$ cat src/replay_pkg.sv
// Capture and replay engine shared definitions
// Stream widths, register map and the structs passed between blocks
package replay_pkg;

  localparam int DATA_W  = 64;
  localparam int KEEP_W  = DATA_W / 8;
  localparam int USER_W  = 16;
  localparam int COUNT_W = 16;

  // Register map
  localparam logic [3:0] REG_SW_RST       = 4'h0;
  localparam logic [3:0] REG_START        = 4'h4;
  localparam logic [3:0] REG_REPLAY_COUNT = 4'h8;
  localparam logic [3:0] REG_WR_DONE      = 4'hC;

  // User bits 7:0 carry the source port, 15:8 the destination port
  typedef struct packed {
    logic [DATA_W-1:0] data;
    logic [KEEP_W-1:0] keep;
    logic [USER_W-1:0] user;
    logic              last;
  } stream_beat_t;

  typedef struct packed {
    logic         end_marker;
    stream_beat_t beat;
  } buf_entry_t;

  typedef struct packed {
    logic        valid;
    logic [3:0]  addr;
    logic [31:0] data;
  } reg_write_t;

  typedef struct packed {
    logic               sw_rst;
    logic               start_pulse;
    logic               capture_done_pulse;
    logic [COUNT_W-1:0] replay_count;
  } replay_ctrl_t;

endpackage
$ cat src/replay_regs.sv
// Control register block
// Holds software reset and replay count, turns start and done writes into pulses
`timescale 1ns/1ps

module replay_regs
  import replay_pkg::*;
(
  input  logic         axis_aclk,
  input  logic         axis_aresetn,
  input  reg_write_t   cfg,
  output replay_ctrl_t ctrl
);

  always_ff @(posedge axis_aclk) begin
    if (!axis_aresetn) begin
      ctrl <= '0;
    end else begin
      // Pulses last a single cycle
      ctrl.start_pulse        <= 1'b0;
      ctrl.capture_done_pulse <= 1'b0;

      if (cfg.valid) begin
        case (cfg.addr)
          REG_SW_RST: begin
            ctrl.sw_rst <= cfg.data[0];
          end
          REG_START: begin
            ctrl.start_pulse <= cfg.data[0];
          end
          REG_REPLAY_COUNT: begin
            ctrl.replay_count <= cfg.data[COUNT_W-1:0];
          end
          REG_WR_DONE: begin
            ctrl.capture_done_pulse <= cfg.data[0];
          end
          default: begin
          end
        endcase
      end
    end
  end

endmodule

$ cat config.mk
export PLATFORM = sky130hd
export DESIGN_NAME = replay_regs
export DESIGN_NICKNAME = d
export VERILOG_FILES = /design/src/replay_pkg.sv /design/src/replay_regs.sv
export SDC_FILE = /design/constraint.sdc
export NUM_CORES = 1
export LEC_CHECK = 0
export BUFFER_PORTS_ARGS = -buffer_cell sky130_fd_sc_hd__buf_2
export CAP_MARGIN = 40
export CORE_MARGIN = 2
export CORE_UTILIZATION = 30
export CTS_CLUSTER_DIAMETER = 80
export DETAILED_ROUTE_END_ITERATION = 12
export GPL_ROUTABILITY_DRIVEN = 0
export PLACE_DENSITY = 0.75
export SETUP_SLACK_MARGIN = 0.15
export SLEW_MARGIN = 10
export SYNTH_ARGS = -nofsm -noshare
export SYNTH_HDL_FRONTEND = slang
export SYNTH_SLANG_ARGS = --single-unit
$ cat constraint.sdc
create_clock -name axis_aclk -period 1.71 [get_ports axis_aclk]
set_clock_uncertainty 0.05 [all_clocks]
set_input_delay 0.513 -clock axis_aclk [delete_from_list [all_inputs] [get_ports axis_aclk]]
set_output_delay 0.513 -clock axis_aclk [all_outputs]
set_load 0.01 [all_outputs]
==> results by group <==
GRT
  • Vias in the first global route: approximately 650
  • Initial antenna violation count: 0
  • All-Layer GR Usage: 12.5%
  • Total grt overflow: 0
  • Largest net degree at the start of global routing: 19
  • First-pass GRT wire length: between 2000 and 3000 um

Placed design
  • Number of I/O port buffers: 41
  • Hpwl dp: 1290 um

Logic synthesis
  • Register area share after synthesis: 48.4%
  • Count leader, synth: nand2_1
  • Area leader, netlist: dfxtp_1
  • Mapped cell area: 786 um^2
  • Library cells used by synthesis: 15
  • Post-Syn Nets: 122
  • Synth warnings: 0
  • Synthesized area per cell: about 9.5 um^2
  • Seq cells post-synth: 19
  • Ys async rst share: 0%
  • Cells after Synth: 83
  • Top post-synthesis cells by area: dfxtp_1 48%, mux2i_1 22%, nand2_1 16%
  • List of most frequent post-synthesis cells: 33 x nand2_1, 19 x dfxtp_1, 17 x mux2i_1
  • Synth top area share: 48.4%
  • Number of synthesized flops with an enable pin: 0
  • Dominant synthesized flop cell: dfxtp_1

Worst hold path
  • Min-delay worst type: in2reg
  • Hold depth: 2

Timing
  • Final Cycle Share: 78.4%
  • Min Tclk post-route: 1.34 ns
  • Fin. max-slew vios: 0
  • Worst Tran Pin Value: 0.276 ns
  • Setup violations, final: 0
  • Setup TNS: 0 ns
  • Unrepaired setup endpoints after global routing: false
  • Final Hold Vio Count: 0
  • Fmax: between 0.7 and 0.8 GHz
  • Max-slew headroom: 81.6%

Power and ir drop
  • Pwr/cell area: 728 nW/um^2
  • Pleak: 0.492 nW
  • VDD IR max: 0.455 mV

Clock tree
  • # hold bufs at CTS: 0
  • Post-cts sizing count: 0
  • Postcts setup bufs: 0
  • CTS tree: built
  • Clk sinks: 19
  • Reg clk slew, reported paths: around 0.10 ns
  • Clock buffer count from CTS: 3
  • Clk Latency, worst-skew pair: between 0.2 and 0.3 ns
  • CTS max path bufs: 2
  • H-Tree Depth: 1
  • CTS Root Cell: clkbuf_4

Finish
  • Area grow syn2layout: 29.0%
  • Util after Layout: 40.9%
  • Final Net Count: between 150 and 200
  • Most flop-heavy register: ctrl
  • Area of the multi-input gates: about 340 um^2
  • # diodes: 0
  • Largest regs: ctrl (19)
  • Total of fill cells in the finished design: 277
  • Max FFs per register: 19
  • Sequential cell area: roughly 380 um^2
  • Ratio of cells with drive above 1 in the final layout: 38.4%

Setup path
  • Worst setup SP type: flop
  • Worst path bufs/invs: 1
  • Crit-path max FO: 2
  • CP Data Arrival Time: 0.78 ns
  • CP cell instances: buf_2
  • Number of cells on the critical path: 1
  • CP max stage cell: dfxtp_1
  • Crit Path Class: reg2out
  • Worst Setup End Kind: output port
  • Worst R2R Path Depth: 2
  • Worst path required time: 1.15 ns
  • Crit path max-delay family: flip-flops
  • Crit-path max cell delay: 0.36 ns

Floorplanning
  • Die Y: 55.2 um
  • Die width: 55.2 um
  • Row count: 18
  • Placeable Area: 2480 um^2
  • Initial Util: 31.7%
  • Num ports: 58
  • Die Area: 3040 um^2

Route
  • Wirelength per Cell: 10.3 um
  • DRC: 0
  • Vias per cell: between 4 and 5
  • Total number of vias: ~700
  • Final ANT Viol Nets: 0
  • First-pass DRT Iterations: 4
  • Initial drt markers: 3
  • Routed WL: 1590 um

Job
  • Max-cap viol count: 0

Run status
  • Run status: finished clean
-- cells in the final DEF (no fill, tap or decap) --
cell type | synthesis | layout
nor2_2 | 1 | 1
nand4b_1 | 1 | 1
clkbuf_1 | 0 | 1
buf_2 | 1 | 41
and3_1 | 1 | 1
nor2_1 | 2 | 2
nand3_1 | 1 | 1
buf_4 | 1 | 3
mux2i_1 | 17 | 17
inv_1 | 1 | 1
dfxtp_1 | 19 | 19
and4b_1 | 1 | 1
nand2_1 | 33 | 33
clkbuf_4 | 0 | 3
-- final timing paths --
kind                                from  endpoint  slack (ns)
worst min register to register  ctrl[12]  ctrl[12]        0.41
worst max register to register  ctrl[18]  ctrl[18]        1.06
worst max-delay path            ctrl[18]  ctrl[18]        0.37
worst min-delay path             cfg[35]  ctrl[17]        0.35
-- stage by stage --
stage	hold slack [ns]	worst slack, ns	instances	area [um^2]	total power [mW]
2_1_floorplan	0.429	0.328	83	786	0.500
3_3_place_gp	0.390	0.232	151	987	0.528
3_5_place_dp	0.395	0.155	151	987	0.532
4_1_cts	0.341	0.355	155	1010	0.757
5_1_grt	0.347	0.301	155	1010	0.783
6_report	0.355	0.369	155	1010	0.738
-- power breakdown --
part	internal, mW	switching, mW	total, mW
Sequential	0.448	0.00250	0.450
Combinational	0.0346	0.0356	0.0702
Clock	0.0905	0.127	0.218
-- metal layers --
layer	GRT usage [%]	vias up	wire [um]
met1	13.0	302	645
met3	3.49	2	129
met4	6.10	0	11
met2	23.0	25	805
met5	0	-	0
li1	-	353	-
-- layout make-up --
class	instances	share of cell area, %
flip-flops and latches	19	37.5
repair buffers	44	22.5
well taps	30	3.70
multi-input cells	57	33.3
inverters	1	0.370
clock buffers	4	2.59
-- cell families (layout without fill, tap and decap cells) --
| logic type | count (synthesis) | after routing | synth area share [%] |
|---|---|---|---|
| buffers and inverters | 7 | 49 | 8.60 |
| flip-flops | 19 | 19 | 48.4 |
| AND/OR/NAND/NOR | 40 | 40 | 21.3 |
| multiplexers | 17 | 17 | 21.7 |
(Power assumes the default switching activity.)
