**src/replay_pkg.sv**
```systemverilog
// Capture and replay engine shared definitions
// Stream widths, register map and the structs passed between blocks
package replay_pkg;

  localparam int DATA_W  = 64;
  localparam int KEEP_W  = DATA_W / 8;
  localparam int USER_W  = 16;
  localparam int COUNT_W = 16;

  // Register map
  localparam logic [3:0] REG_SW_RST       = 4'h0;
  localparam logic [3:0] REG_START        = 4'h4;
  localparam logic [3:0] REG_REPLAY_COUNT = 4'h8;
  localparam logic [3:0] REG_WR_DONE      = 4'hC;

  // User bits 7:0 carry the source port, 15:8 the destination port
  typedef struct packed {
    logic [DATA_W-1:0] data;
    logic [KEEP_W-1:0] keep;
    logic [USER_W-1:0] user;
    logic              last;
  } stream_beat_t;

  typedef struct packed {
    logic         end_marker;
    stream_beat_t beat;
  } buf_entry_t;

  typedef struct packed {
    logic        valid;
    logic [3:0]  addr;
    logic [31:0] data;
  } reg_write_t;

  typedef struct packed {
    logic               sw_rst;
    logic               start_pulse;
    logic               capture_done_pulse;
    logic [COUNT_W-1:0] replay_count;
  } replay_ctrl_t;

endpackage
```
**src/replay_reader.sv**
```systemverilog
// Replay reader
// Walks the capture buffer for the programmed number of passes, one read per FIFO credit
`timescale 1ns/1ps

module replay_reader
  import replay_pkg::*;
#(
  parameter int BUF_ADDR_W = 6,
  parameter int FIFO_DEPTH = 8
) (
  input  logic                  axis_aclk,
  input  logic                  axis_aresetn,
  input  replay_ctrl_t          ctrl,
  output logic                  rd_en,
  output logic [BUF_ADDR_W-1:0] rd_addr,
  input  buf_entry_t            rd_entry,
  output logic                  push,
  output stream_beat_t          push_beat,
  input  logic                  credit_return,
  output logic                  replay_active
);

  localparam int CRED_W = $clog2(FIFO_DEPTH + 1);

  logic [COUNT_W-1:0] pass_cnt;
  logic [COUNT_W-1:0] pass_nxt;
  logic [CRED_W-1:0]  credits;
  logic [CRED_W-1:0]  credits_nxt;
  logic               rd_pending;
  logic               marker_ret;

  assign marker_ret = rd_pending && rd_entry.end_marker;
  assign pass_nxt   = pass_cnt + 1'b1;

  // No read in the cycle a marker comes back, the address rewinds first
  assign rd_en = replay_active && (credits != '0) && !marker_ret;

  assign push      = rd_pending && !rd_entry.end_marker;
  assign push_beat = rd_entry.beat;

  always_comb begin
    credits_nxt = credits;
    if (rd_en) begin
      credits_nxt = credits_nxt - 1'b1;
    end
    if (credit_return) begin
      credits_nxt = credits_nxt + 1'b1;
    end
    // Marker never reaches the FIFO, so its credit comes straight back
    if (marker_ret) begin
      credits_nxt = credits_nxt + 1'b1;
    end
  end

  always_ff @(posedge axis_aclk) begin
    if (!axis_aresetn || ctrl.sw_rst) begin
      replay_active <= 1'b0;
      rd_addr       <= '0;
      pass_cnt      <= '0;
      credits       <= CRED_W'(FIFO_DEPTH);
      rd_pending    <= 1'b0;
    end else begin
      credits    <= credits_nxt;
      rd_pending <= rd_en;

      if (!replay_active) begin
        if (ctrl.start_pulse && (ctrl.replay_count != '0)) begin
          replay_active <= 1'b1;
          rd_addr       <= '0;
          pass_cnt      <= '0;
        end
      end else if (marker_ret) begin
        rd_addr  <= '0;
        pass_cnt <= pass_nxt;
        if (pass_nxt >= ctrl.replay_count) begin
          replay_active <= 1'b0;
        end
      end else if (rd_en) begin
        rd_addr <= rd_addr + 1'b1;
      end
    end
  end

endmodule

```
**config.mk**
```make
export PLATFORM = sky130hd
export DESIGN_NAME = replay_reader
export DESIGN_NICKNAME = d
export VERILOG_FILES = /design/src/replay_pkg.sv /design/src/replay_reader.sv
export SDC_FILE = /design/constraint.sdc
export NUM_CORES = 1
export LEC_CHECK = 0
export BUFFER_PORTS_ARGS = -buffer_cell sky130_fd_sc_hd__buf_2
export CAP_MARGIN = 20
export CORE_MARGIN = 4
export CORE_UTILIZATION = 37
export CTS_BUF_LIST = sky130_fd_sc_hd__clkbuf_4 sky130_fd_sc_hd__clkbuf_8
export CTS_CLUSTER_SIZE = 8
export DETAILED_ROUTE_END_ITERATION = 10
export PLACE_DENSITY = 0.8
export SLEW_MARGIN = 20
export SYNTH_ARGS = -nofsm -noshare
export SYNTH_HDL_FRONTEND = slang
export SYNTH_SLANG_ARGS = --single-unit
```
**constraint.sdc**
```tcl
create_clock -name axis_aclk -period 2.3 [get_ports axis_aclk]
set_input_delay 0.345 -clock axis_aclk [delete_from_list [all_inputs] [get_ports axis_aclk]]
set_output_delay 0.345 -clock axis_aclk [all_outputs]
set_load 0.02 [all_outputs]
```
==> flow_summary.ini <==
[run_status]
status = finished with violations
failed_checks = negative setup slack

[worst_setup_path]
worstSetupPathType = register to register
arrival_ns = 2.58
crit_chain = inv_2 -> ha_4 -> or3b_4 -> nand3_4 -> mux2_4 -> inv_2 -> ha_4 -> nand2_4 -> o22ai_2 -> mux2i_1 -> nor4_2 -> xnor2_1 -> nand2_1
endpoint_kind = register
crit_buf_inv = 2
reg2reg_setup_slack_ns = -0.10
crit_fanout = 3
critPathTopFamily = simple AND/OR/NAND/NOR gates
crit_path_max_incr_delay_ns = 0.39
cp-start-kind = register
required_ns = 2.48
slowest_stage = or3b_4

[detailed_routing]
firstDrtPassIters = 4
drtIter0Drc = 172
routedWlPerCell_um = 15.8
detail_route.vias_per_cell = 5.23
route.detailed.drc = 0
drt-total-wl_um = 6590
vias = 2180
ant_nets = 0

[clock_network]
clk_latency_ns = 0.28
h-tree-depth = 1
cts_made_buffers = 3
cts_hold_buffers = 0
cts_tree = done
clk_pin_slew_ns = 0.10
clock_path_buffers = 2
numClockSinks = 28
ctsRootBufferMaster = clkbuf_8

[sta]
maxSlewViolCount = 0
fin_crit_ns = 2.40
fin_ws_ns = -0.104
fmax_mhz = 416
fin_tns_setup_ns = -0.131
rsz0062_at_grt = true
relSlewSlack_pct = 39.6
final.setup_skew_ns = 0.00911
worst_pin_slew_ns = 0.906
hold_viol_final = 0
fin_crit_sh_pct = 105
setup_violations = 2

[floorplanning]
dieArea_um2 = 8780
die_h_um = 93.7
die_w_um = 93.7
initial_core_util_pct = 38.9
coreArea_um2 = 6980
rows = 30
io-pin-count = 210

[logic_synthesis]
syn_nets = 478
syn_inst = 345
yosysWarningCount = 0
postSynthAreaPerCell_um2 = 7.88
netlist_area_um2 = 2720
ys_seq_elements = 28
synth.yosys.seq_area_share_pct = 20.6
synth.distinct_cells = 43

[finish]
nets = 455
drive_gt1_share_pct = 34.9
fin_cells = 417
final_common_cell = buf_4
final_cell_mix = 38 x buf_4, 30 x buf_2, 27 x nor2_1, 20 x inv_1, 19 x dfxtp_1
area_growth_pct = 3.59
n_antenna_cell = 0
utilization_pct = 40.3

[power]
power.total_mw = 1.18
peakVddDrop_uv = 329
p_leak_nw = 1.31
powerDensity_nw_per_um2 = 418

[place]
place_inst = 410
dp_hpwl_um = 5060
io_buffers = 30
routabilityCongestion = 0.948
place_ws_ns = -0.239

[global_routing]
antenna_found_initial = 0
grt_pass1_vias = 2105
grt_pass1_wl_um = 10100
track_usage_pct = 14.3
grt_max_degree = 22
grt.overflow.total = 0

[job]
maxCapViolCount = 0

[hold_path]
hold_class = primary input to register
## cells by family after synthesis
| group | Yosys count | share of synthesized area [%] |
|---|---|---|
| xor gates and xnor gates | 26 | 8.38 |
| muxes | 3 | 1.15 |
| DFF | 28 | 20.6 |
| buffers and inverters | 119 | 28.8 |
| AOI/OAI and AO/OA | 51 | 12.0 |
| adders and majority gates | 21 | 9.66 |
| and+or+nand+nor | 97 | 19.5 |
## tightest hold or removal path: cells and delay by family
family | cells | cell delay (ns)
buffers and inverters | 1 | 0.09
AND/OR/NAND/NOR | 2 | 0.13
## power by group
| part | switching, mW | total (mW) | internal [mW] | leakage (nW) |
|---|---|---|---|---|
| clock | 0.158 | 0.391 | 0.233 | 0.0357 |
| combinational | 0.148 | 0.288 | 0.140 | 1.04 |
| sequential | 0.00614 | 0.498 | 0.492 | 0.231 |
| total | 0.311 | 1.18 | 0.865 | 1.31 |
## synthesized netlist by cell type, drive strengths merged
cell	instances	area, um^2
xor2	11	96.3
or2	1	6.26
nor2	28	105
nor2b	5	31.3
nand2	11	43.8
nand4	11	68.8
or3	3	18.8
nor3	3	15.0
inv	23	86.3
a211oi	1	7.51
nand3	9	60.1
and2b	1	10.0
a31o	2	17.5
buf	90	673
nor3b	1	7.51
nand3b	1	7.51
and4	1	8.76
mux2	1	11.3
a21oi	15	75.1
o2bb2ai	1	8.76
xnor2	15	131
a41oi	1	8.76
a22oi	6	45.0
o22ai	2	12.5
or3b	1	11.3
and3	9	56.3
nand2b	2	12.5
and4b	1	10.0
clkbuf	6	22.5
and2	4	25.0
mux2i	2	20.0
o21ai	11	55.1
ha	21	263
a31oi	3	18.8
a21o	7	52.6
dfxtp	28	561
o31a	1	8.76
nor4	5	31.3
a221oi	1	15.0
## registers in the layout (all words and copies together) (netlist names)
register,cells
rd_pending,1
pass_cnt,16
credits,4
replay_active,1
rd_addr,6
## per-layer routing
layer,wire length [um],vias to the layer above,GRT usage [%]
met4,172,0,5.05
met5,0,-,0
met3,533,21,3.13
li1,-,1038,-
met1,2330,1012,16.1
met2,3550,109,26.2
## worst paths after layout
check / cells past startpoint / start / endpoint
worst max register to register: 13 / credits[1] / credits[3]
worst max-delay path: 13 / credits[1] / credits[3]
worst min register to register: 2 / rd_addr[5] / rd_addr[5]
worst min-delay path: 3 / ctrl[18] / credits[3]
## area by class of cell
| class | count | area [um^2] |
|---|---|---|
| fill | 714 | 4170 |
| multi-input combinational | 198 | 1530 |
| sequential | 28 | 574 |
| timing repair buffer | 68 | 435 |
| tap | 96 | 120 |
| inverter | 23 | 88.8 |
| clock buffer | 3 | 41.3 |
| clock inverter | 1 | 30.0 |
## stage by stage
stage          hold WS (ns)  instance area (um^2)
6_report              0.310                  2820
2_1_floorplan         0.463                  2760
5_1_grt               0.314                  2820
4_1_cts               0.305                  2760
3_5_place_dp          0.508                  2600
3_3_place_gp          0.492                  2600
## what timing repair did
action | in CTS | in global routing
gates resized for setup | 12 | 19
buffers inserted | 3 | 0
pin swaps | 8 | 9
endpoints found under the setup margin | 4 | 4
(Power assumes the default switching activity.)
