**src/replay_pkg.sv**
```systemverilog
// Capture and replay engine shared definitions
// Stream widths, register map and the structs passed between blocks
package replay_pkg;

  localparam int DATA_W  = 64;
  localparam int KEEP_W  = DATA_W / 8;
  localparam int USER_W  = 16;
  localparam int COUNT_W = 16;

  // Register map
  localparam logic [3:0] REG_SW_RST       = 4'h0;
  localparam logic [3:0] REG_START        = 4'h4;
  localparam logic [3:0] REG_REPLAY_COUNT = 4'h8;
  localparam logic [3:0] REG_WR_DONE      = 4'hC;

  // User bits 7:0 carry the source port, 15:8 the destination port
  typedef struct packed {
    logic [DATA_W-1:0] data;
    logic [KEEP_W-1:0] keep;
    logic [USER_W-1:0] user;
    logic              last;
  } stream_beat_t;

  typedef struct packed {
    logic         end_marker;
    stream_beat_t beat;
  } buf_entry_t;

  typedef struct packed {
    logic        valid;
    logic [3:0]  addr;
    logic [31:0] data;
  } reg_write_t;

  typedef struct packed {
    logic               sw_rst;
    logic               start_pulse;
    logic               capture_done_pulse;
    logic [COUNT_W-1:0] replay_count;
  } replay_ctrl_t;

endpackage
```
**src/replay_out_fifo.sv**
```systemverilog
// Output FIFO for replayed beats
// Stamps the destination port and returns one credit per beat sent
`timescale 1ns/1ps

module replay_out_fifo
  import replay_pkg::*;
#(
  parameter int         FIFO_DEPTH      = 8,
  parameter logic [7:0] REPLAY_DST_PORT = 8'h01
) (
  input  logic         axis_aclk,
  input  logic         axis_aresetn,
  input  logic         sw_rst,
  input  logic         push,
  input  stream_beat_t push_beat,
  output stream_beat_t m_beat,
  output logic         m_valid,
  input  logic         m_ready,
  output logic         credit_return
);

  localparam int PTR_W = $clog2(FIFO_DEPTH);
  localparam int CNT_W = $clog2(FIFO_DEPTH + 1);

  stream_beat_t     mem [FIFO_DEPTH];
  logic [PTR_W-1:0] wr_ptr;
  logic [PTR_W-1:0] rd_ptr;
  logic [CNT_W-1:0] count;
  logic             pop;

  function automatic logic [PTR_W-1:0] ptr_inc(input logic [PTR_W-1:0] ptr);
    return (ptr == PTR_W'(FIFO_DEPTH - 1)) ? '0 : ptr + 1'b1;
  endfunction

  assign m_valid       = (count != '0);
  assign pop           = m_valid && m_ready;
  assign credit_return = pop;

  always_comb begin
    m_beat            = mem[rd_ptr];
    m_beat.user[15:8] = REPLAY_DST_PORT;
  end

  // Credits keep the writer from ever pushing into a full FIFO
  always_ff @(posedge axis_aclk) begin
    if (push) begin
      mem[wr_ptr] <= push_beat;
    end
  end

  always_ff @(posedge axis_aclk) begin
    if (!axis_aresetn || sw_rst) begin
      wr_ptr <= '0;
      rd_ptr <= '0;
      count  <= '0;
    end else begin
      if (push) begin
        wr_ptr <= ptr_inc(wr_ptr);
      end
      if (pop) begin
        rd_ptr <= ptr_inc(rd_ptr);
      end
      case ({push, pop})
        2'b10: count <= count + 1'b1;
        2'b01: count <= count - 1'b1;
        default: count <= count;
      endcase
    end
  end

endmodule

```
**config.mk**
```make
export PLATFORM = sky130hd
export DESIGN_NAME = replay_out_fifo
export DESIGN_NICKNAME = d
export VERILOG_FILES = /design/src/replay_pkg.sv /design/src/replay_out_fifo.sv
export SDC_FILE = /design/constraint.sdc
export NUM_CORES = 1
export LEC_CHECK = 0
export BUFFER_PORTS_ARGS = -buffer_cell sky130_fd_sc_hd__buf_2
export CAP_MARGIN = 40
export CORE_MARGIN = 10
export CORE_UTILIZATION = 50
export CTS_CLUSTER_DIAMETER = 120
export DETAILED_ROUTE_END_ITERATION = 12
export PLACE_DENSITY = 0.79
export SLEW_MARGIN = 0
export SYNTH_ARGS = -nofsm -noshare
export SYNTH_HDL_FRONTEND = slang
export SYNTH_SLANG_ARGS = --single-unit
```
**constraint.sdc**
```tcl
create_clock -name axis_aclk -period 9.94 [get_ports axis_aclk]
set_input_delay 0.994 -clock axis_aclk [delete_from_list [all_inputs] [get_ports axis_aclk]]
set_output_delay 0.994 -clock axis_aclk [all_outputs]
set_load 0.02 [all_outputs]
```
==> results.md, run 1 <==
- Status: completed
- Distinct cells, synth: 35
- Max H-tree Level: 3
- Clock power frac: between 40 and 50%
- Ports: approximately 190
- Internal power: roughly 4.7 mW
- Comb power frac: ~4.1%
- Largest net degree at the start of global routing: 57
- Net Switching: between 1 and 1.5 mW
- Initial antenna violation count: 9
- Power density cells: 200 nW/um^2
- Core ar.: between 50000 and 60000 sq um
- Critical path's slowest cell: dfxtp_4
- Sequential element share of the synthesized area: between 70 and 80%
- Vias in the first global route: around 12000
- Dominant register cell in the synthesized netlist: edfxtp_1
- Post-Syn Area: 25400 sq um
- Number of max-cap violations: 0
- Leak: ~9.5 nW
- Mapped Cells: between 1000 and 1500
- Final WL: approximately 48000 um
- DR vias/cell: between 5 and 6
- Worst VDD drop: roughly 0.15 mV
- Synth Register Bits: roughly 660
- Cell mode on critical path: buf_4
- Endpoint class of the critical path: primary output
- RR Startpoint: count[1]
- Hold Slack: around 500 ps
- Num CTS Buffers: 68
- Skew-Pair Late Insertion Delay: 590 ps
- Clk_skew: approximately 18 ps
- Die H: between 200 and 250 um
- CP max FO: 40
- Number of port buffers: 168
- Deepest clock path buffer count: 3
- Final worst-path cycle share: 48.4%
- Avg WL per Cell: between 20 and 25 um
- Total GRT Usage: 16.4%
- First-pass GRT wire length: between 70000 and 80000 um
- Post-CTS Setup Bufs: 0
- Slew at the pin closest to its max-slew limit: a little under 800 ps
- Commonest non-fill, non-tap cell in the layout: edfxtp_1
- Die ar.: approximately 60000 sq um
- Share of cells above drive strength 1: roughly 42%
- Crit path required time: 8950 ps
- Routability Congestion: ~0.7
- Slew Limit Fails: 0
- Sw Ratio: between 10% and 20%
- Iter 0 DRT Violations: approximately 800
- Clk sinks: 661
- Final Hold Vio Count: 0
- Nets: ~1300
- Yosys warnings: 0
- Power, Total: just under 6 mW
- Unrepaired setup endpoints after global routing: false
- # DRC: 0
- Initial Utilization: around 51%
- First-pass DRT Iterations: 5
- # resized after CTS: 0
- Fin crit period: 4810 ps
- ANT nets after route: 0
- Cells along the critical path: buf_4, buf_16, buf_4, mux4_2, mux2_4, buf_2
- Part of the power in registers: 53.0%
- Die W: 245 um
- WS Path Type: flop to primary output
- Async S/R FF share, synth: 0%
- Clock-pin slew on the worst setup and hold paths: 60 ps
- Via Count: 11100
- CTS tree: built
- Most frequent cells in the layout: 648 x edfxtp_1, 168 x buf_2, 161 x mux4_2
- Setup TNS Final: 0 ps
- Aggregate global routing overflow: 0
- Final setup violating endpoints: 0
- Synth-to-layout area growth: 15.5%
- Fmax: between 0.2 and 0.25 GHz
- Crit path launch type: flop
- FP Rows: between 80 and 90
- Root buffer cell: clkbuf_16
- Post-synth EDFFs: ~650
- Max_slew headroom: 48.3%
- Hold path start: count[3]
- Max incr delay on CP: 810 ps
- Fillcell total: approximately 3500
- Dpl hpwl: roughly 26000 um
- # hold bufs at CTS: 0
- Hold Path Class: flop to flop
- Syn avg cell area: between 20 and 25 sq um
- WP data arrival: about 3800 ps
## stage by stage
stage          util, %  std cells  worst slack [ps]  instance area, sq um
2_1_floorplan        -       1029              2730                 25400
3_3_place_gp      53.7       1836              5250                 26900
3_5_place_dp      54.0       1842              5570                 27100
4_1_cts           58.4       1966              4930                 29300
5_1_grt           58.4       1968              4760                 29300
6_report          58.5       1969              5130                 29300
## flip-flops by register name (all words and copies together), names as in the netlist, named ones only
signal	flops
mem	648
rd_ptr	3
count	4
wr_ptr	3
## synthesized netlist by cell type (2+ instances only)
library cell | number | area (sq um)
dfxtp_1 | 13 | 260
nand2b_1 | 5 | 31.3
mux2i_1 | 3 | 30.0
mux4_2 | 161 | 3630
xor2_1 | 3 | 26.3
inv_1 | 2 | 7.51
mux2_4 | 80 | 1200
or3_1 | 2 | 12.5
buf_4 | 8 | 60.1
buf_1 | 8 | 30.0
conb_1 | 2 | 7.51
nand2_1 | 7 | 26.3
clkbuf_1 | 10 | 37.5
edfxtp_1 | 648 | 19500
ha_1 | 7 | 87.6
a21oi_1 | 6 | 30.0
nor2_1 | 13 | 48.8
buf_12 | 9 | 180
nand3_1 | 2 | 10.0
buf_2 | 18 | 90.1
nor3_1 | 2 | 10.0
## per-layer routing
layer | part of all wire, % | track usage (%) | wire length (um) | up-vias
met1 | 41 | 20.9 | 19600 | 5887
li1 | - | - | - | 4798
met3 | 5.8 | 3.94 | 2770 | 76
met2 | 51 | 27.2 | 24700 | 286
met5 | 0.15 | 0 | 73 | -
met4 | 1.9 | 5.54 | 927 | 12
## worst max-delay path, delay by kind of cell, from the launching register on
| family | cells | cell delay (ps) |
|---|---|---|
| flops | 1 | 810 |
| mux | 2 | 880 |
| buf+inv | 4 | 1470 |
## worst paths after layout
| path | endpoint | slack (ps) | cells past startpoint |
|---|---|---|---|
| hold / removal | count[3] | 490 | 2 |
| setup reg to reg | count[3] | 7210 | 8 |
| hold reg to reg | count[3] | 490 | 2 |
| setup / recovery | m_beat[67] | 5130 | 6 |
## cells by family after synthesis
group / after synthesis / share of synthesized area [%]
other cells: 2 / 0.0296
flops: 661 / 77.6
xor+xnor: 3 / 0.103
compound gates: 10 / 0.236
buf+inv: 57 / 1.66
fa+ha+maj: 7 / 0.345
mux: 246 / 19.3
simple gates: 37 / 0.724
## power groups by stage
stage,clock [mW],combinational [mW],sequential [mW]
2_1_floorplan,0,0.152,3.16
3_3_place_gp,0,0.234,3.16
3_5_place_dp,0,0.243,3.16
4_1_cts,2.57,0.244,3.10
5_1_grt,2.68,0.259,3.11
6_report,2.51,0.240,3.10
## final cells by class
cell class	count	area [sq um]	area share (%)
Inverter	2	7.51	0.0256
Clock buffer	88	1840	6.28
Clock inverter	36	398	1.36
Antenna cell	3	7.51	0.0256
Timing Repair Buffer	196	1160	3.97
Multi-Input combinational cell	311	5340	18.2
Tap cell	672	841	2.87
Sequential cell	661	19700	67.3
Power figures use the tool's default switching activity.
==> inputs of run 2 (changes only) <==
- clock period: 9.94 -> 4.9 ns (I/O delays scaled with it)
==> run 2 against run 1 <==
Effect of this change:
- clock skew about the same
- register-to-register slack got worse by 4900 ps
- power grew 98%
- critical path type unchanged
- largest cell class unchanged
==> results.md, run 2 (synthesis gave the netlist of run 1 again) <==
- Status: completed
- Die H: 245 um (unchanged)
- Leak: 9.43 nW (-0.72%)
- Reg2Reg Setup Slack: 2300 ps (-4910 ps)
- Via Count: 11000 (-0.41%)
- CTS tree: built
- Post-CTS Setup Bufs: 0 (unchanged)
- Worst path bufs/invs: 2 (-2)
- Nets: 1341 (unchanged)
- Most frequent cells in the layout: 648 x edfxtp_1, 168 x buf_2, 161 x mux4_2
- Final WL: 47600 um (-0.90%)
- WS Path Type: flop to primary output
- Clock power frac: 41.6% (-1.3 points)
- Slew Limit Fails: 0 (unchanged)
- Sw Ratio: 19.8% (+0.048 points)
- Deepest clock path buffer count: 3 (unchanged)
- DR vias/cell: 5.61 (-0.15%)
- Final worst-path cycle share: approximately two thirds
- Clock-pin slew on the worst setup and hold paths: 60 ps (about the same)
- Number of max-cap violations: 0 (unchanged)
- Initial antenna violation count: 6 (-3)
- Crit path required time: 4410 ps (-4540 ps)
- Fin crit period: ~3400 ps
- Num CTS Buffers: 68 (unchanged)
- Max_slew headroom: 45.6% (-2.7 points)
- Internal power: 9.31 mW (+98%)
- Ports: 185 (unchanged)
- Max H-tree Level: 3 (unchanged)
- Routability Congestion: 0.698 (-1.8%)
- Largest net degree at the start of global routing: 68 (+19%)
- Clk sinks: 661 (unchanged)
- Die W: 245 um (unchanged)
- Initial Utilization: 50.6% (unchanged)
- Comb power frac: 4.2% (about the same)
- Aggregate global routing overflow: 0 (unchanged)
- Fmax: 0.297 GHz
- Synth-to-layout area growth: 14.9%
- Cells along the critical path: buf_12, mux4_2, mux2_4, buf_2
- Critical path's slowest cell: dfxtp_4
- Iter 0 DRT Violations: 894 (+13%)
- Endpoint class of the critical path: primary output
- # hold bufs at CTS: 0 (unchanged)
- Final Hold Vio Count: 0 (unchanged)
- Avg WL per Cell: 24.3 um (-0.65%)
- Unrepaired setup endpoints after global routing: false
- WP data arrival: 2870 ps (-940 ps)
- Hold Path Class: input port to flop
- Net Switching: 2.30 mW (+99%)
- Top delay family on crit path: multiplexers
- Worst VDD drop: 0.292 mV (+89%)
- # resized after CTS: 0 (unchanged)
- Core ar.: 50200 sq um (unchanged)
- Largest register FFs: 648 (unchanged)
- Top reg by flops: mem
- Largest regs: mem (648), count (4)
- Commonest non-fill, non-tap cell in the layout: edfxtp_1
- Root buffer cell: clkbuf_16
- ANT nets after route: 0 (unchanged)
- CP max FO: 52 (+30%)
- Vias in the first global route: 12000 (-0.58%)
- # DRC: 0 (unchanged)
- Total GRT Usage: 16.1% (-0.29 points)
- Number of port buffers: 168 (unchanged)
- First-pass DRT Iterations: 5 (unchanged)
- FP Rows: 82 (unchanged)
- Share of cells above drive strength 1: 42.2% (about the same)
- Setup TNS Final: 0 ps (unchanged)
- Die ar.: 60200 sq um (unchanged)
- Crit path launch type: flop
- Part of the power in registers: 54.2% (+1.2 points)
- Power density cells: 398 nW/um^2 (+99%)
- Skew-Pair Late Insertion Delay: 600 ps (about the same)
- Hold Slack: 150 ps (-336 ps)
- Max incr delay on CP: 760 ps (-50 ps)
- Slew at the pin closest to its max-slew limit: 816 ps (+40.6 ps)
- Clk_skew: 18.8 ps (+0.331 ps)
- Dpl hpwl: 26300 um (+0.70%)
- Final setup violating endpoints: 0 (unchanged)
- First-pass GRT wire length: 73300 um (-1.4%)
-- run 2: cell types whose count changed in the layout (fill, tap and decap cells not counted), moves of 3 or more --
cell | before | now
buf_12 | 1 | 8
clkbuf_1 | 17 | 10
buf_16 | 5 | 1
buf_4 | 22 | 19
bufinv_16 | 7 | 4
clkinv_1 | 10 | 13
clkinv_2 | 7 | 10
clkinv_4 | 3 | 0
inv_6 | 3 | 6
-- run 2: per-layer routing --
layer | vias to the layer above | part of all wire, % | global-route usage, %
met2 | 317 | 51 | 26.3
met5 | - | 0.092 | 0
met1 | 5840 | 41 | 21.2
li1 | 4795 | - | -
met4 | 8 | 1.6 | 4.94
met3 | 54 | 6.5 | 3.66
-- run 2: worst register-to-register path: stages, from the launching register on --
cell	delay (ps)
dfxtp_1	350
or4_1	610
nand2_1	170
inv_1	100
ha_1	270
xor2_1	170
ha_1	190
a21oi_1	150
xor2_1	90
or3_1	310
a21oi_1	130
-- run 2: path summary, 6_finish.rpt --
check	to	start	cells after the start
setup / recovery	m_beat[55]	flop	4
hold / removal	mem[0][6]	push_beat[6]	1
hold reg to reg	count[3]	count[3]	2
setup reg to reg	count[2]	count[1]	10
-- run 2: final cells by class --
cell class              count  area [sq um]
inverters                   2          7.51
clock inverters            36           294
flip-flops and latches    661         19700
clock buffers              81          1790
repair buffers            196          1170
fillers                  3454         21000
diodes                      5          12.5
multi-input cells         311          5350
well taps                 672           841
-- run 2: per-stage QoR --
| step | utilization, % | instances | total power, mW | setup WS, ps | instance area, sq um |
|---|---|---|---|---|---|
| after CTS | 58.2 | 1959 | 11.7 | 1410 | 29200 |
| after detailed placement | 54.0 | 1842 | 6.91 | 2060 | 27100 |
| after global routing | 58.2 | 1960 | 12.0 | 1350 | 29200 |
| final | 58.2 | 1964 | 11.6 | 1540 | 29200 |
| after floorplan | - | 1029 | 6.72 | 381 | 25400 |
| after global placement | 53.9 | 1840 | 6.89 | 2080 | 27100 |
-- run 2: power groups by stage --
stage,Sequential (mW),Clock [mW],Combinational (mW)
floorplan,6.42,0,0.308
global placement,6.41,0,0.476
detailed placement,6.42,0,0.492
CTS,6.30,4.94,0.495
global route,6.30,5.15,0.524
finish,6.30,4.83,0.485
==> inputs of run 3 (changes only) <==
- PLACE_DENSITY: 0.79 -> 0.82
- clock period: 4.9 -> 2.7 ns (I/O delays scaled with it)
==> run 3 against run 2 <==
Effect of this change:
- largest cell class unchanged
- power is 83% higher
- largest power group unchanged
- routed wire length rose by 9.5%
- sequential share of layout area down 2.9 points
- clock skew is 1.9 ps lower
- critical endpoint is now count[3]
==> results.md, run 3 (synthesis gave the netlist of run 1 again) <==
- Final setup violating endpoints: 0 (unchanged)
- Largest register FFs: 648 (unchanged)
- DP Area: 27300 sq um (+0.73%)
- CTS tree: built
- Iter 0 DRT Violations: 1150 (+29%)
- Num CTS Buffers: 66 (-2.9%)
- Max_slew headroom: 51.7% (+6.2 points)
- Number of max-cap violations: 0 (unchanged)
- Slew at the pin closest to its max-slew limit: 706 ps (-111 ps)
- Max incr delay on CP: 650 ps (-110 ps)
- Deepest clock path buffer count: 3 (unchanged)
- Largest regs: mem (648), count (4)
- Skew-Pair Late Insertion Delay: 590 ps (about the same)
- Worst path bufs/invs: 1 (-1)
- Avg WL per Cell: 25.3 um (+4.3%)
- Ports: 185 (unchanged)
- Crit path required time: 3150 ps (-1260 ps)
- Design Area, Final: 30500 sq um (+4.5%)
- Top reg by flops: mem
- Multi-input logic area: 5370 sq um (+0.35%)
- Die ar.: 60200 sq um (unchanged)
- Most frequent cells in the layout: 648 x edfxtp_1, 161 x mux4_2, 156 x buf_2
- Die H: 245 um (unchanged)
- Status: completed
- Post-layout util: 60.8% (+2.6 points)
- Power, Total: 21.3 mW (+83%)
- WP data arrival: 3080 ps (+210 ps)
- Crit path launch type: flop
- Initial antenna violation count: 5 (-1)
- Endpoint class of the critical path: flop
- Unrepaired setup endpoints after global routing: true
- Via Count: 11700 (+5.8%)
- Hold Path Class: input port to flop
- Fillcell total: 3323 (-3.8%)
- Clk sinks: 661 (unchanged)
- Critical path's slowest cell: a2111oi_0
- Setup TNS Final: 0 ps (unchanged)
- Final WL: 52100 um (+9.5%)
- Fmax: roughly 0.38 GHz
- WS Path Type: flop to flop
- Leak: 9.96 nW (+5.7%)
- Die W: 245 um (unchanged)
- Root buffer cell: clkbuf_16
- Clk_skew: 16.9 ps (-1.92 ps)
- Initial Utilization: 50.6% (unchanged)
- Worst setup margin: 74.2 ps (-1460 ps)
- Cells along the critical path: or4_4, nand2_1, inv_1, ha_1, nand3b_1, a2111oi_0, o31ai_1, o41ai_1
- Worst VDD drop: 0.593 mV (+100%)
- FP Rows: 82 (unchanged)
- Vias in the first global route: 12900 (+7.6%)
- Synth-to-layout area growth: 20.1%
- Place WS: 192 ps (-1860 ps)
- Sequential cell area: 19700 sq um (about the same)
- Share of cells above drive strength 1: 40.5% (-1.6 points)
- CP max FO: 6 (-88%)
- # DRC: 0 (unchanged)
- Aggregate global routing overflow: 0 (unchanged)
- Final Non-Filler Cells: 2062 (+5.0%)
- Nets: 1440 (+7.4%)
- Placed Instances: 1849 (+0.38%)
- ANT nets after route: 0 (unchanged)
- Final Hold Vio Count: 0 (unchanged)
- DR vias/cell: 5.65 (+0.79%)
- Fin crit period: ~2600 ps
- Largest net degree at the start of global routing: 82 (+21%)
- Clock-pin slew on the worst setup and hold paths: 60 ps (about the same)
- Slew Limit Fails: 0 (unchanged)
- Top delay family on crit path: compound AO/OA/AOI/OAI gates
- Number of port buffers: 168 (unchanged)
- Hold Slack: 91.4 ps (-58.1 ps)
- Routability Congestion: 0.715 (+2.4%)
- First-pass DRT Iterations: 5 (unchanged)
- Max H-tree Level: 3 (unchanged)
- Core ar.: 50200 sq um (unchanged)
- Final worst-path cycle share: 97.3%
- Commonest non-fill, non-tap cell in the layout: edfxtp_1
- First-pass GRT wire length: 78800 um (+7.5%)
- Power density cells: 697 nW/um^2 (+75%)
- Dpl hpwl: 26800 um (+1.7%)
- Total GRT Usage: 17.4% (+1.4 points)
[run 3: where the power goes]
part,internal [mW],switching [mW],leakage (nW)
clock,5.10,3.68,1.01
combinational,0.518,0.558,2.96
sequential,11.4,0.0336,5.99
total,17.0,4.27,9.96
[run 3: final cells by class]
class / instances / area share, %
Timing Repair Buffer: 297 / 8.14
Clock buffer: 82 / 5.85
Multi-Input combinational cell: 311 / 17.6
Tap cell: 672 / 2.76
Clock inverter: 33 / 0.951
Sequential cell: 661 / 64.7
Inverter: 2 / 0.0246
Antenna cell: 4 / 0.0328
[run 3: layer usage]
metal,up-vias,GRT usage (%),wire (um)
met5,-,0,7
met2,374,28.9,26700
li1,4997,-,-
met3,83,3.51,2920
met4,2,6.39,1240
met1,6199,22.7,21300
[run 3: repair_timing]
action | CTS | global route
hold buffers | 83 | 0
resized for setup | 14 | 25
cloned | 4 | 0
setup endpoints to repair | 56 | 32
setup buffers | 7 | 0
hold endpoints to repair | 651 | 0
[run 3: path summary, 6_finish.rpt]
check | from | end | slack [ps] | cells past startpoint
hold reg to reg | rd_ptr[2] | flop | 520 | 2
setup reg to reg | count[2] | count[3] | 70 | 8
setup / recovery | count[2] | count[3] | 70 | 8
hold / removal | push | wr_ptr[2] | 90 | 3
[run 3: worst reg2reg max path, delay by kind of cell, from the launching register on]
kind / cells / cell delay, ps
compound gates: 3 / 950
simple gates: 3 / 860
flops: 1 / 360
fa+ha+maj: 1 / 240
buf+inv: 1 / 70
