`src/replay_pkg.sv`:
```
// Capture and replay engine shared definitions
// Stream widths, register map and the structs passed between blocks
package replay_pkg;

  localparam int DATA_W  = 64;
  localparam int KEEP_W  = DATA_W / 8;
  localparam int USER_W  = 16;
  localparam int COUNT_W = 16;

  // Register map
  localparam logic [3:0] REG_SW_RST       = 4'h0;
  localparam logic [3:0] REG_START        = 4'h4;
  localparam logic [3:0] REG_REPLAY_COUNT = 4'h8;
  localparam logic [3:0] REG_WR_DONE      = 4'hC;

  // User bits 7:0 carry the source port, 15:8 the destination port
  typedef struct packed {
    logic [DATA_W-1:0] data;
    logic [KEEP_W-1:0] keep;
    logic [USER_W-1:0] user;
    logic              last;
  } stream_beat_t;

  typedef struct packed {
    logic         end_marker;
    stream_beat_t beat;
  } buf_entry_t;

  typedef struct packed {
    logic        valid;
    logic [3:0]  addr;
    logic [31:0] data;
  } reg_write_t;

  typedef struct packed {
    logic               sw_rst;
    logic               start_pulse;
    logic               capture_done_pulse;
    logic [COUNT_W-1:0] replay_count;
  } replay_ctrl_t;

endpackage
```
`src/capture_writer.sv`:
```
// Capture writer
// Filters input beats by source port and appends them to the capture buffer
`timescale 1ns/1ps

module capture_writer
  import replay_pkg::*;
#(
  parameter int         BUF_ADDR_W       = 6,
  parameter logic [7:0] CAPTURE_SRC_PORT = 8'h02
) (
  input  logic                  axis_aclk,
  input  logic                  axis_aresetn,
  input  replay_ctrl_t          ctrl,
  input  stream_beat_t          s_beat,
  input  logic                  s_valid,
  output logic                  wr_en,
  output logic [BUF_ADDR_W-1:0] wr_addr,
  output buf_entry_t            wr_entry
);

  typedef enum logic {
    WR_IDLE,
    WR_CAPTURE
  } wr_state_t;

  wr_state_t             state;
  logic [BUF_ADDR_W-1:0] next_addr;
  logic                  match;
  logic                  close;

  assign match = s_valid && (s_beat.user[7:0] == CAPTURE_SRC_PORT);
  assign close = (state == WR_CAPTURE) && ctrl.capture_done_pulse;

  always_ff @(posedge axis_aclk) begin
    if (!axis_aresetn || ctrl.sw_rst) begin
      state     <= WR_IDLE;
      next_addr <= '0;
      wr_en     <= 1'b0;
      wr_addr   <= '0;
    end else begin
      wr_en <= 1'b0;
      case (state)
        WR_IDLE: begin
          // New capture always restarts at the bottom of the buffer
          if (match) begin
            wr_en     <= 1'b1;
            wr_addr   <= '0;
            next_addr <= BUF_ADDR_W'(1);
            state     <= WR_CAPTURE;
          end
        end
        WR_CAPTURE: begin
          if (close) begin
            wr_en   <= 1'b1;
            wr_addr <= next_addr;
            state   <= WR_IDLE;
          end else if (match && (next_addr != '1)) begin
            // Last address is kept free for the end marker
            wr_en     <= 1'b1;
            wr_addr   <= next_addr;
            next_addr <= next_addr + 1'b1;
          end
        end
        default: begin
          state <= WR_IDLE;
        end
      endcase
    end
  end

  always_ff @(posedge axis_aclk) begin
    wr_entry.end_marker <= close;
    wr_entry.beat       <= close ? '0 : s_beat;
  end

endmodule

```
`config.mk`:
```
export PLATFORM = sky130hd
export DESIGN_NAME = capture_writer
export DESIGN_NICKNAME = d
export VERILOG_FILES = /design/src/replay_pkg.sv /design/src/capture_writer.sv
export SDC_FILE = /design/constraint.sdc
export NUM_CORES = 1
export LEC_CHECK = 0
export ABC_CLOCK_PERIOD_IN_PS = 3100
export BUFFER_PORTS_ARGS = -buffer_cell sky130_fd_sc_hd__buf_2
export CORE_MARGIN = 1.5
export CORE_UTILIZATION = 44
export DETAILED_ROUTE_END_ITERATION = 6
export PLACE_DENSITY = 0.94
export SYNTH_ARGS = -nofsm -noshare
export SYNTH_HDL_FRONTEND = slang
export SYNTH_SLANG_ARGS = --single-unit
```
`constraint.sdc`:
```
create_clock -name axis_aclk -period 3.1 [get_ports axis_aclk]
set_clock_uncertainty 0.05 [all_clocks]
set_input_delay 0.775 -clock axis_aclk [delete_from_list [all_inputs] [get_ports axis_aclk]]
set_output_delay 0.775 -clock axis_aclk [all_outputs]
set_load 0.05 [all_outputs]
```
==> impl_metrics.toml, run 1 <==
[outcome]
result_of_the_run = "completed"

[critical_path]
crit_required_ns = 3.28
path_cells = "nand2_2 > o31a_1 > and3_1 > a32o_1"
timing.critical_path.slowest_cell_delay_ns = 0.62
critical_path.startpoint = "state"
timing.reg2reg.setup_slack_ns = 1.12
arrival_ns = 2.16
path_class = "flip-flop to flip-flop"
worstSetupEndpointType = "flip-flop"
critical_path.max_fanout = 34
worst-path-buf-inv = 0
worst_path_top_cell_family_by_delay = "simple AND/OR/NAND/NOR gates"
r2r_start = "state"
startpoint_kind_of_the_worst_setup_timing_path = "flip-flop"
slowest_stage = "sky130_fd_sc_hd__dfxtp_1"

[timing]
setup_repair_after_global_routing_missed_its_margin = "false"
fmaxAchievable_ghz = 0.505
layout_min_cycle_time_ns = 1.98
final-max-slew-violation-count = 0
period_share_pct = 63.9
worst_slew_pin_slew_ns = 0.476
maxSlewHeadroom_pct = 68.2
accumulated_negative_setup_slack_ns = 0
finalHoldViolations = 0
timing.final.setup_violations = 0

[floorplan]
core_area_um2 = 6790
die-area_um2 = 7530
number_of_ports_placed_on_the_die_boundary = 208
site_row_count = 30
die_h_um = 86.8
initial_core_utilization_pct = 45.5
die_w_um = 86.8

[clock_network]
root_buffer = "sky130_fd_sc_hd__clkbuf_8"
clock_insertion_delay_worst_skew_ns = 0.34
cts.path.max_buffers = 2
holdBufCountCts = 0
cts_post_setup_buffers_inserted = 0
htree_num_levels = 3
clock-sinks = 104
tritoncts = "yes"
cts_inserted_buffers = 9
cts.clk_slew.worst_paths_ns = 0.10
cts_resized = 0

[hold_path]
worstHoldStart = "wr_addr[2]"
hold_path_class = "flip-flop to flip-flop"

[layout]
layout-drive-gt1-share_pct = 45.8
utilization_pct = 63.4
design.final.nets = 568
diodes = 0
area_delta_synth_final_pct = 39.3

[grt]
grt_antenna_before_repair = 0
grt_usage_pct = 16.6
grt_max_degree = 59
grt_pass1_wl_mm = 9.64
gr-total-overflow = 0
first_global_vias = 2181

[routing]
number_of_violations_reported_at_the_end_of_detailed_routing_iteration_0 = 38
routed-via-count = 2416
drt-total-wl_mm = 6.80
wire_per_inst_um = 12.2
remaining_drc_errors = 0
ant_nets = 0
drtPass1Iterations = 4
avgViaCountPerCell = 4.34

[placed_design]
globalplace.congestion = 0.719
hpwl_mm = 5.24
io_buffer_count = 190

[flow_run]
timing.max_cap.violations = 0

[yosys]
synth-warning-count = 0
synth_cells = 266
synthesized_nets = 378
yosys-top-cells-area = "sky130_fd_sc_hd__dfxtp_1 (67%), sky130_fd_sc_hd__and2_1 (18%), sky130_fd_sc_hd__mux2i_1 (1.9%), sky130_fd_sc_hd__nand3_1 (1.9%), sky130_fd_sc_hd__clkbuf_1 (1.5%)"
cell_variety_after_synth = 27
dominantRegCellSynth = "sky130_fd_sc_hd__dfxtp_1"
synthesis.area_um2 = 3090
synthArstFlopShare_pct = 0
number_of_synthesized_register_bits = 104
synth_seq_area_share_pct = 67.4
post_synth_most_frequent_cells = "sky130_fd_sc_hd__dfxtp_1 (104), sky130_fd_sc_hd__and2_1 (89), sky130_fd_sc_hd__clkbuf_1 (12), sky130_fd_sc_hd__nand2_1 (12), sky130_fd_sc_hd__nand3_1 (12)"
synth_edf_count = 0
syn_area_per_cell_um2 = 11.6
synth.top_cell.area_share_pct = 67.4
yosysMostFrequentCell = "sky130_fd_sc_hd__dfxtp_1"
netlist.top_cell.by_area = "sky130_fd_sc_hd__dfxtp_1"

[pwr]
power_leakage_nw = 2.08
netSwitchingFraction_pct = 29.0
p_sw_w = 0.000740
p_int_w = 0.00181
clock_share_of_power_pct = 29.7
power_density_nw_per_um2 = 593
share_of_total_power_in_combinational_logic_pct = 15.0
seq_power_share_pct = 55.2
ir_worst_vdd_v = 0.000316
## cells by family (layout without fill, tap and decap cells)
| family | count (synthesis) | in the layout | share of synthesized area [%] |
|---|---|---|---|
| flip-flops | 104 | 104 | 67.4 |
| AO/OA/AOI/OAI | 12 | 12 | 3.56 |
| multiplexers | 6 | 6 | 1.94 |
| adder cells (fa/ha/maj) | 1 | 1 | 0.405 |
| buffers and inverters | 14 | 209 | 1.82 |
| AND/OR/NAND/NOR | 129 | 129 | 24.9 |
## through the flow
step | setup WS (ns) | total power (W) | area [um2] | hold slack [ns] | instances
after floorplan | 1.27 | 0.00170 | 3090 | 0.423 | 266
after global placement | 0.871 | 0.00182 | 4130 | 0.394 | 541
after detailed placement | 0.822 | 0.00183 | 4130 | 0.399 | 541
after CTS | 1.09 | 0.00258 | 4300 | 0.413 | 557
after global routing | 0.933 | 0.00265 | 4300 | 0.440 | 557
final | 1.12 | 0.00255 | 4300 | 0.409 | 557
## path summary, 6_finish.rpt
| kind | to | depth (start not counted) |
|---|---|---|
| min | wr_addr[2] | 2 |
| max reg2reg | next_addr[2] | 4 |
| max | next_addr[2] | 4 |
| min reg2reg | wr_addr[2] | 2 |
## placed cells by master, fill, tap and decap left out
cell	instances
sky130_fd_sc_hd__buf_2	190
sky130_fd_sc_hd__dfxtp_1	104
sky130_fd_sc_hd__and2_1	89
sky130_fd_sc_hd__nand3_1	12
sky130_fd_sc_hd__nand2_1	11
sky130_fd_sc_hd__clkbuf_8	9
sky130_fd_sc_hd__mux2i_1	6
sky130_fd_sc_hd__a32o_1	4
sky130_fd_sc_hd__nor2b_1	3
sky130_fd_sc_hd__clkinv_4	3
sky130_fd_sc_hd__nor4_1	2
sky130_fd_sc_hd__nor3b_1	2
sky130_fd_sc_hd__nand2b_1	2
sky130_fd_sc_hd__nor3_1	2
sky130_fd_sc_hd__a21oi_1	2
sky130_fd_sc_hd__buf_4	2
sky130_fd_sc_hd__nand2_2	1
sky130_fd_sc_hd__inv_1	1
sky130_fd_sc_hd__and4b_1	1
sky130_fd_sc_hd__o31a_1	1
sky130_fd_sc_hd__and3_1	1
sky130_fd_sc_hd__a21bo_1	1
sky130_fd_sc_hd__or3_4	1
sky130_fd_sc_hd__nand4_1	1
sky130_fd_sc_hd__a211oi_2	1
sky130_fd_sc_hd__a21oi_4	1
sky130_fd_sc_hd__nor2_1	1
sky130_fd_sc_hd__o21a_1	1
sky130_fd_sc_hd__o21ai_0	1
sky130_fd_sc_hd__ha_1	1
sky130_fd_sc_hd__inv_8	1
sky130_fd_sc_hd__inv_6	1
sky130_fd_sc_hd__clkinv_2	1
sky130_fd_sc_hd__clkbuf_1	1
## flip-flops by register name (all words and copies together), names as in the netlist
register	flops
wr_entry	90
state	1
wr_addr	6
next_addr	6
wr_en	1
## layer usage
layer	vias up	global-route usage [%]	wire length, um
li1	1226	-	-
met1	1071	17.6	2560
met2	110	30.4	3620
met3	9	5.33	533
met4	0	5.87	75
met5	-	0	0
## worst register-to-register path, delay by kind of cell, from the launching register on
kind | cells | cell delay (ns)
AO/OA/AOI/OAI | 2 | 0.53
flip-flops | 1 | 0.62
AND/OR/NAND/NOR | 2 | 0.68
## area by class of cell
| type | instances | area (um2) |
|---|---|---|
| clock buffers | 10 | 128 |
| fillers | 531 | 2490 |
| repair buffers | 192 | 966 |
| inverters | 1 | 3.75 |
| flip-flops and latches | 104 | 2080 |
| multi-input cells | 148 | 953 |
| clock inverters | 6 | 51.3 |
| well taps | 96 | 120 |
## power by group through the flow
stage	registers, W	logic, W	clock network, W
detailed placement	0.00144	0.000386	0
finish	0.00141	0.000383	0.000759
global route	0.00142	0.000401	0.000829
CTS	0.00141	0.000387	0.000779
global placement	0.00144	0.000381	0
floorplan	0.00166	0.0000414	0
Power figures use the tool's default switching activity.
==> inputs of run 2 (changes only) <==
- ABC_AREA: not set -> 1
- ABC_CLOCK_PERIOD_IN_PS: 3100 -> 1650
- CORE_UTILIZATION: 44 -> 38
- PLACE_DENSITY: 0.94 -> 0.85
- clock period: 3.1 -> 1.65 ns (I/O delays scaled with it)
==> run 2 against run 1 <==
Compared with the run above: cell count is 26% higher; register-to-register slack lost 0.98 ns; combinational power grew 97%; global-route usage decreased by 0.62 points; wire length rose by 11%; clock power is 100% higher; largest cell class unchanged.
==> impl_metrics.toml, run 2 <==
[timing]
fmaxAchievable_ghz = 0.661
timing.final.setup_violations = 0
period_share_pct = 91.6
accumulated_negative_setup_slack_ns = 0
final-max-slew-violation-count = 0
maxSlewHeadroom_pct = 81.6
finalHoldViolations = 0
worst_slew_pin_slew_ns = 0.275
setup_repair_after_global_routing_missed_its_margin = "false"
layout_min_cycle_time_ns = 1.51

[yosys]
synthArstFlopShare_pct = 0
dominantRegCellSynth = "sky130_fd_sc_hd__dfxtp_1"
synth_edf_count = 0
number_of_synthesized_register_bits = 104
syn_area_per_cell_um2 = 8.45
post_synth_most_frequent_cells = "sky130_fd_sc_hd__nor2_1 (113), sky130_fd_sc_hd__dfxtp_1 (104), sky130_fd_sc_hd__inv_1 (101)"
synth_seq_area_share_pct = 62.2
synth-warning-count = 0
synthesized_nets = 508
yosys-top-cells-area = "sky130_fd_sc_hd__dfxtp_1 (62%), sky130_fd_sc_hd__nor2_1 (13%), sky130_fd_sc_hd__inv_1 (11%), sky130_fd_sc_hd__nand2_1 (3.5%), sky130_fd_sc_hd__buf_2 (1.8%)"
yosysMostFrequentCell = "sky130_fd_sc_hd__nor2_1"
synth_cells = 396
synth.top_cell.area_share_pct = 62.2
synthesis.area_um2 = 3350
netlist.top_cell.by_area = "sky130_fd_sc_hd__dfxtp_1"
cell_variety_after_synth = 24

[layout]
largest_reg_by_ff_count = "wr_entry"
mostFrequentLayoutCells = "sky130_fd_sc_hd__buf_2 (190), sky130_fd_sc_hd__nor2_1 (113), sky130_fd_sc_hd__dfxtp_1 (104)"
layout-drive-gt1-share_pct = 38.2
seq_cell_area_um2 = 2080
nFillCells = 814
diodes = 0
final_design_area_no_fill_um2 = 4630
flip_flop_count_of_the_largest_register_after_layout = 90
layout.cells.most_common = "sky130_fd_sc_hd__buf_2"
design.final.nets = 702
area_delta_synth_final_pct = 38.3
multi_input_logic_area_um2 = 796
biggestRegsByFlops = "wr_entry (90), next_addr (6), wr_addr (6)"

[critical_path]
critical_path.max_fanout = 9
startpoint_kind_of_the_worst_setup_timing_path = "flip-flop"
arrival_ns = 1.75
crit_path_most_repeated_cell = "sky130_fd_sc_hd__nand2_4"
worst_path_top_cell_family_by_delay = "simple AND/OR/NAND/NOR gates"
slowest_stage = "sky130_fd_sc_hd__dfxtp_1"
worstSetupEndpointType = "flip-flop"
path_cells = "ha_1 > nand2_4 > nor2_8 > nand3_4 > nand2_4 > nand2_4 > nand2_1 > nand2_1 > nor2_1"
path_class = "flip-flop to flip-flop"
crit_required_ns = 1.89
worst-path-buf-inv = 0
timing.critical_path.slowest_cell_delay_ns = 0.39

[grt]
grt_pass1_wl_mm = 12.2
grt_max_degree = 52
grt_usage_pct = 15.9
gr-total-overflow = 0
grt_antenna_before_repair = 0
first_global_vias = 2713

[routing]
wire_per_inst_um = 10.8
number_of_violations_reported_at_the_end_of_detailed_routing_iteration_0 = 47
drtPass1Iterations = 4
avgViaCountPerCell = 4.10
drt-total-wl_mm = 7.57
ant_nets = 0
remaining_drc_errors = 0
routed-via-count = 2883

[clock_network]
clock_insertion_delay_worst_skew_ns = 0.35
cts.path.max_buffers = 2
tritoncts = "yes"
cts_inserted_buffers = 9
cts.clk_slew.worst_paths_ns = 0.11
holdBufCountCts = 0
clock-sinks = 104
cts_resized = 0
cts_post_setup_buffers_inserted = 0
root_buffer = "sky130_fd_sc_hd__clkbuf_8"
htree_num_levels = 3

[hold_path]
hold_path_class = "input port to flip-flop"

[floorplan]
number_of_ports_placed_on_the_die_boundary = 208
die-area_um2 = 9380
die_w_um = 96.9
initial_core_utilization_pct = 38.8
core_area_um2 = 8640
die_h_um = 96.9
site_row_count = 34

[placed_design]
dpl-instance-area_um2 = 4430
hpwl_mm = 5.80
globalplace.congestion = 0.837
io_buffer_count = 190

[outcome]
result_of_the_run = "completed"

[pwr]
power_leakage_nw = 2.68
power_density_nw_per_um2 = 1060
ir_worst_vdd_v = 0.000373

[flow_run]
timing.max_cap.violations = 0
[run 2: where the power goes]
part / switching, W / internal, W / total [W]
sequential: 0.0000254 / 0.00262 / 0.00265
clock: 0.000928 / 0.000593 / 0.00152
combinational: 0.000550 / 0.000204 / 0.000753
total: 0.00150 / 0.00342 / 0.00492
[run 2: cell type report]
class	instances	share of cell area (%)
repair buffers	197	22.2
clock inverters	7	1.57
multi-input cells	174	17.2
inverters	104	8.43
well taps	108	2.92
clock buffers	9	2.68
flip-flops and latches	104	45.0
[run 2: cells by family after synthesis]
| family | Yosys count | share of synthesized area, % |
|---|---|---|
| buffers and inverters | 118 | 14.0 |
| adders and majority gates | 1 | 0.374 |
| DFF | 104 | 62.2 |
| AOI/OAI and AO/OA | 5 | 1.20 |
| and+or+nand+nor | 168 | 22.2 |
[run 2: worst min-delay path, delay by kind of cell]
| kind | cells | cell delay (ns) |
|---|---|---|
| buffers and inverters | 2 | 0.13 |
| AND/OR/NAND/NOR | 1 | 0.03 |
[run 2: per-stage QoR]
step | hold slack (ns) | std cells | total power (W) | utilization, % | setup slack, ns
after floorplan | 0.421 | 396 | 0.00322 | - | 0.317
after global placement | 0.409 | 687 | 0.00345 | 51.3 | 0.184
after detailed placement | 0.437 | 687 | 0.00347 | 51.3 | 0.155
after CTS | 0.176 | 703 | 0.00500 | 53.6 | 0.132
after global routing | 0.165 | 703 | 0.00516 | 53.6 | 0.0394
final | 0.199 | 703 | 0.00492 | 53.6 | 0.138
[run 2: final timing paths]
check / start / to / slack, ns / depth (start not counted)
worst min-delay path: s_beat[86] / wr_entry[86] / 0.20 / 3
worst min register to register: wr_addr[5] / wr_addr[5] / 0.45 / 2
worst max register to register: next_addr[1] / wr_addr[5] / 0.14 / 9
worst max-delay path: next_addr[1] / wr_addr[5] / 0.14 / 9
[run 2: layer usage]
| metal | GRT usage (%) | up-vias | part of all wire [%] |
|---|---|---|---|
| met5 | 0 | - | 0 |
| met4 | 5.80 | 0 | 1.3 |
| met3 | 5.64 | 10 | 6.4 |
| met2 | 28.3 | 107 | 51 |
| met1 | 17.4 | 1265 | 41 |
| li1 | - | 1501 | - |
==> inputs of run 3 (changes only) <==
- SETUP_SLACK_MARGIN: not set -> 0.5
- SKIP_LAST_GASP: not set -> 1
==> run 3 against run 2 <==
Compared with the run above: cell count grew 1.6%; maximum frequency grew 8.1%; core utilization grew 14 points; critical endpoint is now next_addr[1].
==> impl_metrics.toml, run 3 (synthesis gave the netlist of run 2 again) <==
[outcome]
result_of_the_run = "completed"

[floorplan]
die_w_um = 96.9
die-area_um2 = 9380
core_area_um2 = 8640
initial_core_utilization_pct = 38.8
number_of_ports_placed_on_the_die_boundary = 208
die_h_um = 96.9
site_row_count = 34

[layout]
biggestRegsByFlops = "wr_entry (90), next_addr (6), wr_addr (6)"
final_design_area_no_fill_um2 = 5870
design.final.nets = 714
flip_flop_count_of_the_largest_register_after_layout = 90
diodes = 0
layout.cells.most_common = "sky130_fd_sc_hd__nor2_1"
utilization_pct = 68.0
layout-drive-gt1-share_pct = 57.6
mostFrequentLayoutCells = "sky130_fd_sc_hd__nor2_1 (110), sky130_fd_sc_hd__inv_1 (100), sky130_fd_sc_hd__dfxtp_2 (98)"
largest_reg_by_ff_count = "wr_entry"
area_delta_synth_final_pct = 75.4

[timing]
final-max-slew-violation-count = 0
setup_repair_after_global_routing_missed_its_margin = "true"
worst_slew_pin_slew_ns = 0.361
maxSlewHeadroom_pct = 75.9
layout_min_cycle_time_ns = 1.40
timing.final.setup_violations = 0
fmaxAchievable_ghz = 0.715
worst_slack_ns = 0.251
accumulated_negative_setup_slack_ns = 0
finalHoldViolations = 0
period_share_pct = 84.8

[clock_network]
htree_num_levels = 3
root_buffer = "sky130_fd_sc_hd__clkbuf_8"
cts.path.max_buffers = 2
holdBufCountCts = 0
cts.clk_slew.worst_paths_ns = 0.11
tritoncts = "yes"
clock_insertion_delay_worst_skew_ns = 0.35
cts_inserted_buffers = 9
clock-sinks = 104

[critical_path]
r2r_start = "next_addr[1]"
critical_path.max_fanout = 5
worst-path-buf-inv = 1
critical_path.reg2reg.endpoint = "next_addr[1]"
path_class = "flip-flop to flip-flop"
critical_path.startpoint = "next_addr[1]"
worstSetupEndpointType = "flip-flop"
path_cells = "ha_4 > nand2_4 > nor2_8 > nand3_4 > buf_4 > nand3_4 > nand2_2 > a21oi_2"
timing.critical_path.slowest_cell_delay_ns = 0.37
worst-path-stages = 8
crit_required_ns = 1.88
worst_path_top_cell_family_by_delay = "simple AND/OR/NAND/NOR gates"
timing.reg2reg.setup_slack_ns = 0.25
startpoint_kind_of_the_worst_setup_timing_path = "flip-flop"
arrival_ns = 1.63
reg2regPathDepth = 8
crit_path_most_repeated_cell = "sky130_fd_sc_hd__nand3_4"
timing.critical_path.to = "next_addr[1]"
slowest_stage = "sky130_fd_sc_hd__dfxtp_4"

[placed_design]
hpwl_mm = 5.83
globalplace.congestion = 0.871
io_buffer_count = 190
dpl_worst_slack_ns = 0.170
dpl-instance-area_um2 = 4480

[routing]
drt-total-wl_mm = 10.2
number_of_violations_reported_at_the_end_of_detailed_routing_iteration_0 = 95
avgViaCountPerCell = 4.41
remaining_drc_errors = 0
ant_nets = 0
routed-via-count = 3150
drtPass1Iterations = 5
wire_per_inst_um = 14.3

[grt]
gr-total-overflow = 0
grt_pass1_wl_mm = 15.6
first_global_vias = 3257
grt_usage_pct = 21.0
grt_antenna_before_repair = 0
grt_max_degree = 24

[pwr]
ir_worst_vdd_v = 0.000424
power_leakage_nw = 3.05
power_density_nw_per_um2 = 878

[flow_run]
timing.max_cap.violations = 0

[hold_path]
hold_path_class = "input port to flip-flop"
run 3: cell count changes in the layout (fill, tap and decap cells not counted), sizes merged:
cell    delta
nand3      +1
inv        -1
buf       +10
bufbuf     +1
run 3: worst register-to-register path: cells and delay by family, from the launching register on:
family / cells / cell delay [ns]
DFF: 1 / 0.37
AOI/OAI and AO/OA: 1 / 0.13
and+or+nand+nor: 5 / 0.45
adders and majority gates: 1 / 0.15
buffers and inverters: 1 / 0.18
run 3: per-layer routing:
metal / track usage [%] / up-vias / wire [um]
met2: 41.2 / 138 / 5780
met5: 0 / - / 0
met3: 4.34 / 36 / 420
met4: 11.9 / 0 / 422
li1: - / 1526 / -
met1: 20.0 / 1450 / 3550
run 3: worst min path at each step:
stage	startpoint	slack [ns]	depth (start not counted)	to
4_1_cts	s_beat[36]	0.18	3	wr_entry[36]
5_1_grt	s_beat[59]	0.17	3	wr_entry[59]
6_report	s_beat[59]	0.20	3	wr_entry[59]
3_5_place_dp	wr_addr[5]	0.43	2	wr_addr[5]
2_1_floorplan	next_addr[1]	0.41	2	next_addr[1]
3_3_place_gp	wr_addr[5]	0.41	2	wr_addr[5]
run 3: through the flow:
stage	hold WS (ns)	instances	power, W
final	0.198	714	0.00516
after floorplan	0.414	396	0.00323
after global placement	0.414	686	0.00345
after CTS	0.179	711	0.00515
after global routing	0.170	714	0.00535
after detailed placement	0.428	686	0.00347
run 3: area by class of cell:
class | instances | area, um2
Fill cell | 552 | 2760
Multi-Input combinational cell | 175 | 877
Clock buffer | 9 | 124
Clock inverter | 6 | 53.8
Sequential cell | 104 | 2210
Inverter | 104 | 400
Timing Repair Buffer | 208 | 2070
Tap cell | 108 | 135
run 3: power breakdown:
group	leakage, nW	internal, W	switching (W)
Combinational	2.08	0.000409	0.000579
Sequential	0.879	0.00265	0.0000745
Clock	0.0878	0.000565	0.000885
Total	3.05	0.00362	0.00154
run 3: timing repair:
action	in CTS	in global routing
pin swaps	10	11
cloned	3	0
gates resized for setup	346	35
setup buffers	7	3
setup endpoints to repair	201	137
